## config.mk

```make
export PLATFORM = sky130hd
export DESIGN_NAME = muldiv_top
export DESIGN_NICKNAME = d
export VERILOG_FILES = /design/src/rtl/muldiv_pkg.sv /design/src/rtl/clz.sv /design/src/rtl/div_core.sv /design/src/rtl/div_unit.sv /design/src/rtl/mul_unit.sv /design/src/rtl/wb_arbiter.sv /design/src/rtl/muldiv_top.sv
export VERILOG_INCLUDE_DIRS = /design/src /design/src/rtl
export SDC_FILE = /design/constraint.sdc
export NUM_CORES = 2
export LEC_CHECK = 0
export BUFFER_PORTS_ARGS = -buffer_cell sky130_fd_sc_hd__buf_2
export CAP_MARGIN = 20
export CORE_ASPECT_RATIO = 0.6
export CORE_MARGIN = 3
export CORE_UTILIZATION = 55
export DETAILED_ROUTE_END_ITERATION = 8
export PLACE_DENSITY = 0.79
export SLEW_MARGIN = 30
export SYNTH_ARGS = -nofsm -noshare
export SYNTH_HDL_FRONTEND = slang
export SYNTH_SLANG_ARGS = --single-unit
```

## constraint.sdc

```tcl
create_clock -name clk -period 18 [get_ports clk]
set_input_delay 1.8 -clock clk [delete_from_list [all_inputs] [get_ports clk]]
set_output_delay 1.8 -clock clk [all_outputs]
set_load 0.02 [all_outputs]
```

## src/rtl/muldiv_params.svh

```systemverilog
/*
 * Multiply/divide cluster constants
 * Data word, instruction tag and leading-zero count widths
 */
`ifndef MULDIV_PARAMS_SVH
`define MULDIV_PARAMS_SVH

// Data word width
`define XLEN 32

// Instruction tag width, eight tags in flight at most
`define ID_W 3

// Leading-zero count width, enough for 0..31
`define CLZ_W 5

`endif

```

## src/rtl/muldiv_pkg.sv

```systemverilog
/*
 * Multiply/divide cluster types
 * Word, tag, count and operation encoding shared by all units
 */
`include "muldiv_params.svh"

package muldiv_pkg;

    typedef logic [`XLEN-1:0]  xlen_t;
    typedef logic [`ID_W-1:0]  id_t;
    typedef logic [`CLZ_W-1:0] clz_t;

    // Bit 2 picks the divider
    // Divide: bit 1 remainder, bit 0 unsigned
    // Multiply: low word, then the three high-word variants
    typedef enum logic [2:0] {
        OP_MUL    = 3'b000,
        OP_MULH   = 3'b001,
        OP_MULHSU = 3'b010,
        OP_MULHU  = 3'b011,
        OP_DIV    = 3'b100,
        OP_DIVU   = 3'b101,
        OP_REM    = 3'b110,
        OP_REMU   = 3'b111
    } muldiv_op_t;

endpackage

```

## src/rtl/clz.sv

```systemverilog
/*
 * Leading-zero counter
 * Priority encoder over one data word, zero input reads as 31
 */
`timescale 1ns/1ps
`include "muldiv_params.svh"

module clz import muldiv_pkg::*; (
    input  xlen_t value,
    output clz_t  count
);

    ////////////////////////////////////////////////////////////
    // Priority encode
    // Scan upward so the highest set bit wins
    always_comb begin
        // Zero input falls through to 31, same as value 1
        count = clz_t'(`XLEN - 1);
        for (int i = 0; i < `XLEN; i++) begin
            if (value[i]) begin
                count = clz_t'(`XLEN - 1 - i);
            end
        end
    end

    // Caller tells zero from one by bit 0

endmodule

```

## src/rtl/div_core.sv

```systemverilog
/*
 * Unsigned iterative divider core
 * Restoring shift-subtract, skips the iterations the leading zeros rule out
 */
`timescale 1ns/1ps
`include "muldiv_params.svh"

module div_core import muldiv_pkg::*; (
    input  logic  clk,
    input  logic  rst,
    input  logic  start,
    input  xlen_t dividend,
    input  xlen_t divisor,
    input  clz_t  dividend_clz,
    input  clz_t  divisor_clz,
    input  logic  divisor_is_zero,
    output logic  done,
    output xlen_t quotient,
    output xlen_t remainder
);

    logic [`CLZ_W:0]     clz_diff;
    logic [`CLZ_W:0]     iters;
    logic [`CLZ_W:0]     pre_shift;
    logic [2*`XLEN-1:0]  start_value;
    logic [`XLEN:0]      shifted_rem;
    logic [`XLEN:0]      trial;
    logic [`CLZ_W:0]     count;
    logic                running;
    xlen_t               rem_r;
    xlen_t               dq_r;
    xlen_t               divisor_r;

    ////////////////////////////////////////////////////////////
    // Iteration count from the clz difference
    assign clz_diff = {1'b0, divisor_clz} - {1'b0, dividend_clz};
    // Divisor wider than dividend, or zero: no quotient bits
    assign iters = (divisor_is_zero | (divisor_clz < dividend_clz)) ? '0
                 : clz_diff + (`CLZ_W+1)'(1);

    // Skipped iterations only shift, so do them all at once
    // With iters of 0 this leaves the dividend in the remainder half
    assign pre_shift   = (`CLZ_W+1)'(`XLEN) - iters;
    assign start_value = {{`XLEN{1'b0}}, dividend} << pre_shift;

    ////////////////////////////////////////////////////////////
    // One restoring step
    assign shifted_rem = {rem_r, dq_r[`XLEN-1]};
    assign trial       = shifted_rem - {1'b0, divisor_r};

    // Datapath, low half collects quotient bits as dividend bits leave
    always_ff @(posedge clk) begin
        if (start) begin
            {rem_r, dq_r} <= start_value;
            divisor_r     <= divisor;
        end else if (running) begin
            // Borrow means restore
            rem_r <= trial[`XLEN] ? shifted_rem[`XLEN-1:0] : trial[`XLEN-1:0];
            dq_r  <= {dq_r[`XLEN-2:0], ~trial[`XLEN]};
        end
    end

    // Control
    always_ff @(posedge clk) begin
        if (rst) begin
            running <= 1'b0;
            count   <= '0;
            done    <= 1'b0;
        end else begin
            done <= (start & (iters == '0)) | (running & (count == 1));
            if (start) begin
                running <= (iters != '0);
                count   <= iters;
            end else if (running) begin
                running <= (count != 1);
                count   <= count - (`CLZ_W+1)'(1);
            end
        end
    end

    assign quotient  = dq_r;
    assign remainder = rem_r;

endmodule

```

## src/rtl/div_unit.sv

```systemverilog
/*
 * Divider functional unit
 * Sign handling, one-entry input register, iterative core and result
 * fix-up, result held for the writeback arbiter until acked
 */
`timescale 1ns/1ps

module div_unit import muldiv_pkg::*; (
    input  logic       clk,
    input  logic       rst,
    input  logic       issue_valid,
    input  muldiv_op_t issue_op,
    input  xlen_t      issue_rs1,
    input  xlen_t      issue_rs2,
    input  id_t        issue_id,
    input  logic       ack,
    output logic       ready,
    output logic       done,
    output id_t        id,
    output xlen_t      rd
);

    logic  signed_op, neg_dividend, neg_divisor, neg_q, neg_r;
    logic  accept, pop, in_valid, in_progress, core_done, divisor_is_zero, neg_result;
    xlen_t abs_dividend, abs_divisor, quotient, remainder;
    clz_t  dividend_clz, divisor_clz;

    // Input register payload
    xlen_t in_dividend, in_divisor;
    clz_t  in_dividend_clz, in_divisor_clz;
    logic  in_rem_op, in_neg_q, in_neg_r, in_div_zero;
    id_t   in_id;

    // Attributes of the op in the core
    logic  prog_rem_op, prog_neg_q, prog_neg_r, prog_div_zero;
    id_t   prog_id;

    function automatic xlen_t negate_if(input xlen_t value, input logic neg);
        return (value ^ {$bits(xlen_t){neg}}) + xlen_t'(neg);
    endfunction

    ////////////////////////////////////////////////////////////
    // Operand signs and magnitudes
    assign signed_op    = ~issue_op[0];
    assign neg_dividend = signed_op & issue_rs1[$bits(xlen_t)-1];
    assign neg_divisor  = signed_op & issue_rs2[$bits(xlen_t)-1];
    // Quotient sign from the xor, remainder follows the dividend
    assign neg_q = neg_dividend ^ neg_divisor;
    assign neg_r = neg_dividend;

    assign abs_dividend = negate_if(issue_rs1, neg_dividend);
    assign abs_divisor  = negate_if(issue_rs2, neg_divisor);

    clz dividend_clz_inst (.value(abs_dividend), .count(dividend_clz));
    clz divisor_clz_inst  (.value(abs_divisor),  .count(divisor_clz));
    // All-ones count is 0 or 1
    assign divisor_is_zero = (&divisor_clz) & ~abs_divisor[0];

    ////////////////////////////////////////////////////////////
    // Input register and in-progress tracking
    assign ready  = ~in_valid | ~in_progress;
    assign accept = issue_valid & issue_op[2] & ready;
    assign pop    = in_valid & (~in_progress | ack);

    always_ff @(posedge clk) begin
        if (accept) begin
            in_dividend     <= abs_dividend;
            in_divisor      <= abs_divisor;
            in_dividend_clz <= dividend_clz;
            in_divisor_clz  <= divisor_clz;
            in_rem_op       <= issue_op[1];
            in_neg_q        <= neg_q;
            in_neg_r        <= neg_r;
            in_div_zero     <= divisor_is_zero;
            in_id           <= issue_id;
        end
        if (pop) begin
            prog_rem_op   <= in_rem_op;
            prog_neg_q    <= in_neg_q;
            prog_neg_r    <= in_neg_r;
            prog_div_zero <= in_div_zero;
            prog_id       <= in_id;
        end
    end

    // Pop wins over ack, done wins over ack
    always_ff @(posedge clk) begin
        if (rst) begin
            in_valid    <= 1'b0;
            in_progress <= 1'b0;
            done        <= 1'b0;
        end else begin
            in_valid    <= accept | (in_valid & ~pop);
            in_progress <= pop | (in_progress & ~ack);
            done        <= core_done | (done & ~ack);
        end
    end

    div_core core_inst (
        .clk             (clk),
        .rst             (rst),
        .start           (pop),
        .dividend        (in_dividend),
        .divisor         (in_divisor),
        .dividend_clz    (in_dividend_clz),
        .divisor_clz     (in_divisor_clz),
        .divisor_is_zero (in_div_zero),
        .done            (core_done),
        .quotient        (quotient),
        .remainder       (remainder)
    );

    ////////////////////////////////////////////////////////////
    // Result fix-up
    // Divide by zero: all-ones quotient, never negated
    assign neg_result = prog_rem_op ? prog_neg_r : (prog_neg_q & ~prog_div_zero);
    assign rd = negate_if(prog_rem_op ? remainder : (quotient | {$bits(xlen_t){prog_div_zero}}),
                          neg_result);
    assign id = prog_id;

endmodule

```

## src/rtl/mul_unit.sv

```systemverilog
/*
 * Multiplier functional unit
 * Two-stage signed/unsigned 33x33 multiply, result held until acked
 */
`timescale 1ns/1ps
`include "muldiv_params.svh"

module mul_unit import muldiv_pkg::*; (
    input  logic       clk,
    input  logic       rst,
    input  logic       issue_valid,
    input  muldiv_op_t issue_op,
    input  xlen_t      issue_rs1,
    input  xlen_t      issue_rs2,
    input  id_t        issue_id,
    input  logic       ack,
    output logic       ready,
    output logic       done,
    output id_t        id,
    output xlen_t      rd
);

    logic                      accept, s1_valid, s1_advance, s1_high, s2_high;
    logic                      a_signed, b_signed;
    logic signed [`XLEN:0]     s1_a, s1_b;
    logic signed [2*`XLEN+1:0] product;
    id_t                       s1_id;

    ////////////////////////////////////////////////////////////
    // Stage 1, operand extension
    // rs1 signed for MULH and MULHSU, rs2 only for MULH
    assign a_signed = (issue_op == OP_MULH) | (issue_op == OP_MULHSU);
    assign b_signed = (issue_op == OP_MULH);

    // Stage 2 frees up when empty or being acked
    assign s1_advance = ~done | ack;
    assign ready      = ~s1_valid | s1_advance;
    assign accept     = issue_valid & ~issue_op[2] & ready;

    always_ff @(posedge clk) begin
        if (accept) begin
            s1_a    <= {a_signed & issue_rs1[`XLEN-1], issue_rs1};
            s1_b    <= {b_signed & issue_rs2[`XLEN-1], issue_rs2};
            s1_high <= (issue_op != OP_MUL);
            s1_id   <= issue_id;
        end
        // Stage 2, product
        if (s1_valid & s1_advance) begin
            product <= (2*`XLEN+2)'(s1_a) * (2*`XLEN+2)'(s1_b);
            s2_high <= s1_high;
            id      <= s1_id;
        end
    end

    always_ff @(posedge clk) begin
        if (rst) begin
            s1_valid <= 1'b0;
            done     <= 1'b0;
        end else begin
            s1_valid <= accept | (s1_valid & ~s1_advance);
            done     <= (s1_valid & s1_advance) | (done & ~ack);
        end
    end

    assign rd = s2_high ? product[2*`XLEN-1:`XLEN] : product[`XLEN-1:0];

endmodule

```

## src/rtl/wb_arbiter.sv

```systemverilog
/*
 * Writeback arbiter
 * Round-robin grant of the shared writeback port, one unit per cycle
 */
`timescale 1ns/1ps

module wb_arbiter import muldiv_pkg::*; (
    input  logic  clk,
    input  logic  rst,
    input  logic  div_done,
    input  id_t   div_id,
    input  xlen_t div_rd,
    input  logic  mul_done,
    input  id_t   mul_id,
    input  xlen_t mul_rd,
    output logic  div_ack,
    output logic  mul_ack,
    output logic  wb_valid,
    output id_t   wb_id,
    output xlen_t wb_rd
);

    // Set when the divider had the last grant
    logic last_div;

    ////////////////////////////////////////////////////////////
    // Grant
    // Divider yields only on a tie right after its own grant
    assign div_ack = div_done & (~mul_done | ~last_div);
    assign mul_ack = mul_done & ~div_ack;

    always_ff @(posedge clk) begin
        if (rst) begin
            last_div <= 1'b0;
            wb_valid <= 1'b0;
        end else begin
            wb_valid <= div_ack | mul_ack;
            if (div_ack | mul_ack) begin
                last_div <= div_ack;
            end
        end
    end

    ////////////////////////////////////////////////////////////
    // Writeback payload
    always_ff @(posedge clk) begin
        if (div_ack) begin
            wb_id <= div_id;
            wb_rd <= div_rd;
        end else if (mul_ack) begin
            wb_id <= mul_id;
            wb_rd <= mul_rd;
        end
    end

endmodule

```

## src/rtl/muldiv_top.sv

```systemverilog
/*
 * Multiply/divide execution cluster
 * Shared issue port, divider and multiplier units, arbitrated writeback
 */
`timescale 1ns/1ps

module muldiv_top import muldiv_pkg::*; (
    input  logic       clk,
    input  logic       rst,
    input  logic       issue_valid,
    input  muldiv_op_t issue_op,
    input  xlen_t      issue_rs1,
    input  xlen_t      issue_rs2,
    input  id_t        issue_id,
    output logic       div_ready,
    output logic       mul_ready,
    output logic       wb_valid,
    output id_t        wb_id,
    output xlen_t      wb_rd
);

    // Unit to arbiter
    logic  div_done, div_ack, mul_done, mul_ack;
    id_t   div_id, mul_id;
    xlen_t div_rd, mul_rd;

    ////////////////////////////////////////////////////////////
    // Functional units, each filters on op bit 2
    div_unit div_inst (
        .clk         (clk),
        .rst         (rst),
        .issue_valid (issue_valid),
        .issue_op    (issue_op),
        .issue_rs1   (issue_rs1),
        .issue_rs2   (issue_rs2),
        .issue_id    (issue_id),
        .ack         (div_ack),
        .ready       (div_ready),
        .done        (div_done),
        .id          (div_id),
        .rd          (div_rd)
    );

    mul_unit mul_inst (
        .clk         (clk),
        .rst         (rst),
        .issue_valid (issue_valid),
        .issue_op    (issue_op),
        .issue_rs1   (issue_rs1),
        .issue_rs2   (issue_rs2),
        .issue_id    (issue_id),
        .ack         (mul_ack),
        .ready       (mul_ready),
        .done        (mul_done),
        .id          (mul_id),
        .rd          (mul_rd)
    );

    // Writeback
    wb_arbiter arb_inst (
        .clk      (clk),
        .rst      (rst),
        .div_done (div_done),
        .div_id   (div_id),
        .div_rd   (div_rd),
        .mul_done (mul_done),
        .mul_id   (mul_id),
        .mul_rd   (mul_rd),
        .div_ack  (div_ack),
        .mul_ack  (mul_ack),
        .wb_valid (wb_valid),
        .wb_id    (wb_id),
        .wb_rd    (wb_rd)
    );

endmodule

```

==> out/metrics.yaml <==
yosys:
  top_area_cells_in_the_synthesized_netlist: "sky130_fd_sc_hd__fa_1 (37%), sky130_fd_sc_hd__edfxtp_1 (18%), sky130_fd_sc_hd__inv_1 (7.6%), sky130_fd_sc_hd__nand2_1 (5.6%), sky130_fd_sc_hd__ha_1 (5.4%)"
  synth_top_cell_area_share_pct: 37.2
  synthesis.yosys.warnings: 0
  syn-mean-instance-area_um2: 9.62
  ys_seq_area_share_pct: 18.1
  synthArstFlopShare_pct: 0
  synth_cell_types: 93
  ys_top_cells_by_count: "sky130_fd_sc_hd__inv_1 (1227), sky130_fd_sc_hd__fa_1 (1128), sky130_fd_sc_hd__nand2_1 (908)"
  synth_area_leader_cell: "sky130_fd_sc_hd__fa_1"
  synth_edf_count: 357
  synthesis.nets: 7782
  netlist_instances: 6317
  synth.most_common_cell: "sky130_fd_sc_hd__inv_1"
  postSynthRegisterBits: 372
  synth-main-ff-cell: "sky130_fd_sc_hd__edfxtp_1"
  synth_cell_area_mm2: 0.0608
clock_network:
  clock_sinks: 372
  worst_skew_pair_later_pin_latency_ns: 0.58
  post-cts-setup-buffer-count: 0
  cts.repair.resized: 0
  cts_buffers: 36
  ctsRootBufferMaster: "sky130_fd_sc_hd__clkbuf_16"
  hold_buffers: 0
  cts.path.max_buffers: 3
  clkTransAtPathRegs_ns: 0.08
  cts_tree: "done"
  cts_max_level: 2
sta:
  timing.final.crit_period_ns: 8.85
  finalSetupViolCount: 0
  timing.fmax_ghz: 0.113
  skew_ns: 0.0241
  rsz0062_at_grt: "false"
  totalNegativeSetupSlack_ns: 0
  worst_setup_margin_ns: 9.15
  worstMarginPinSlew_ns: 1.00
  max_slew_violation_count: 0
  finalHoldViolations: 0
  max-slew-margin-rel_pct: 32.7
  hold_ws_ns: 0.414
  final.period_utilization_pct: 49.2
place:
  dp.cells: 7657
  dp_worst_setup_slack_ns: 9.33
  port_buffers: 110
  hpwl_mm: 150
  gpl.final_weighted_congestion: 1.02
setup_path:
  timing.critical_path.buf_inv: 7
  critical-path-top-cell-by-count: "sky130_fd_sc_hd__fa_1"
  critical-path-slowest-cell: "sky130_fd_sc_hd__or4b_2"
  worst-endpoint-arrival_ns: 9.27
  critPathKind: "reg2reg"
  path_max_fanout: 33
  crit_required_ns: 18.42
  timing.reg2reg.setup_slack_ns: 9.15
  worst_path_dominant_cell_family: "adder cells"
  capturing_element_type_of_the_critical_path: "flop"
  critical_path.startpoint_type: "flop"
  max_stage_delay_ns: 0.67
grt:
  grt_antenna_before_repair: 5
  met1_track_utilization_from_global_routing_pct: 49.9
  overflow: 0
  use_met2_pct: 44.4
  globalRoute.busiestLayer: "met1"
  grt_pass1_vias: 47326
  grt_start_max_net_pins: 80
  grt_usage_pct: 33.4
  wire_length_of_the_first_global_routing_pass_mm: 292
  grt.met3_usage_pct: 15.4
drt:
  route.detailed.drc: 0
  detailed_route_via_count: 46590
  first_iter_violations: 5759
  wl_per_cell_um: 24.7
  dr.pass1.iters: 8
  drt-vias-per-instance: 6.03
  postRouteAntennaNets: 0
  route.final.wire_length_mm: 191
floorplan:
  start_util_pct: 56.0
  rows: 93
  die_span_x_um: 435
  die_area_mm2: 0.115
  io_pins: 111
  die-height_um: 264
  core_area_mm2: 0.108
outcome:
  status: "finished clean"
cells_and_area:
  layout.nets: 7688
  area_growth_pct: 5.16
  finish.cell_count_without_fillers: 7727
  drive_above_1_share_pct: 5.73
flow_run:
  maxCapViolCount: 0
worst_hold_path:
  worstHoldPathType: "reg2reg"
[through the flow]
stage / utilization, % / instance area, um2
floorplan: - / 60800
global placement: 57.8 / 62700
detailed placement: 57.8 / 62700
CTS: 58.9 / 63900
global route: 58.9 / 63900
finish: 58.9 / 63900
[flip-flops by register name, indices dropped and copies added, names as in the netlist, 5 cells and up]
register,cells
div_inst.core_inst.count,6
div_inst.core_inst.quotient,32
div_inst.core_inst.remainder,32
mul_inst.product,64
div_inst.core_inst.divisor_r,32
div_inst.in_divisor,32
mul_inst.s1_b,33
mul_inst.s1_a,33
div_inst.in_dividend_clz,5
div_inst.in_dividend,32
div_inst.in_divisor_clz,5
arb_inst.wb_rd,32
[worst register-to-register path: stages (launching register included)]
cell	delay (ns)
sky130_fd_sc_hd__edfxtp_1	0.37
sky130_fd_sc_hd__buf_4	0.34
sky130_fd_sc_hd__and2_1	0.27
sky130_fd_sc_hd__fa_1	0.53
sky130_fd_sc_hd__inv_1	0.06
sky130_fd_sc_hd__fa_1	0.55
sky130_fd_sc_hd__inv_1	0.05
sky130_fd_sc_hd__fa_1	0.49
sky130_fd_sc_hd__inv_1	0.06
sky130_fd_sc_hd__fa_1	0.50
sky130_fd_sc_hd__fa_1	0.52
sky130_fd_sc_hd__inv_1	0.06
sky130_fd_sc_hd__fa_1	0.49
sky130_fd_sc_hd__fa_1	0.50
sky130_fd_sc_hd__inv_1	0.05
sky130_fd_sc_hd__fa_1	0.47
sky130_fd_sc_hd__inv_1	0.04
sky130_fd_sc_hd__ha_1	0.32
sky130_fd_sc_hd__a21oi_1	0.21
sky130_fd_sc_hd__o21ai_0	0.20
sky130_fd_sc_hd__a311oi_1	0.30
sky130_fd_sc_hd__o21ai_0	0.29
sky130_fd_sc_hd__o21ai_0	0.39
sky130_fd_sc_hd__o21ai_0	0.31
sky130_fd_sc_hd__a31oi_1	0.32
sky130_fd_sc_hd__o21ai_0	0.23
sky130_fd_sc_hd__or4b_2	0.67
sky130_fd_sc_hd__nand4b_1	0.13
[layout make-up]
cell class,count,area (um2)
fill,9021,44500
timing repair buffer,210,1310
antenna,4,10.0
inverter,1228,4610
clock inverter,27,272
multi-input combinational,4375,43900
sequential,372,11000
clock buffer,39,955
tap,1472,1840
[cell families after synthesis]
logic type / count (synthesis) / synth area share (%)
buf+inv: 1570 / 9.77
fa+ha+maj: 1392 / 42.6
mux: 161 / 3.13
simple gates: 1838 / 14.6
xor+xnor: 274 / 3.98
compound gates: 710 / 7.83
flops: 372 / 18.1
[worst paths after layout]
check | startpoint | end | cells after the start
worst max-delay path | mul_inst.s1_a[20]$_DFFE_PP_ | mul_inst.product[57]$_DFFE_PP_ | 27
worst min-delay path | div_inst.in_divisor[28]$_DFFE_PP_ | div_inst.core_inst.divisor_r[28]$_DFFE_PP_ | 0
worst max register to register | mul_inst.s1_a[20]$_DFFE_PP_ | mul_inst.product[57]$_DFFE_PP_ | 27
worst min register to register | div_inst.in_divisor[28]$_DFFE_PP_ | div_inst.core_inst.divisor_r[28]$_DFFE_PP_ | 0
[cells in the final DEF, fill, tap and decap left out, drive strengths merged, types with 126 or more instances in the layout]
cell type,instances
o21ai,140
buf,210
and2,397
nor2,149
ha,264
inv,1234
nand2,908
xnor2,210
fa,1128
mux2i,126
a21oi,155
edfxtp,357
[layer usage]
metal | part of all wire, % | vias up
li1 | - | 19663
met1 | 42 | 23363
met2 | 39 | 3259
met3 | 17 | 303
met4 | 2.3 | 2
met5 | 0.10 | -
Power is not shown: default switching activity piles up to over one toggle a cycle in this logic, so the estimate is an artifact.
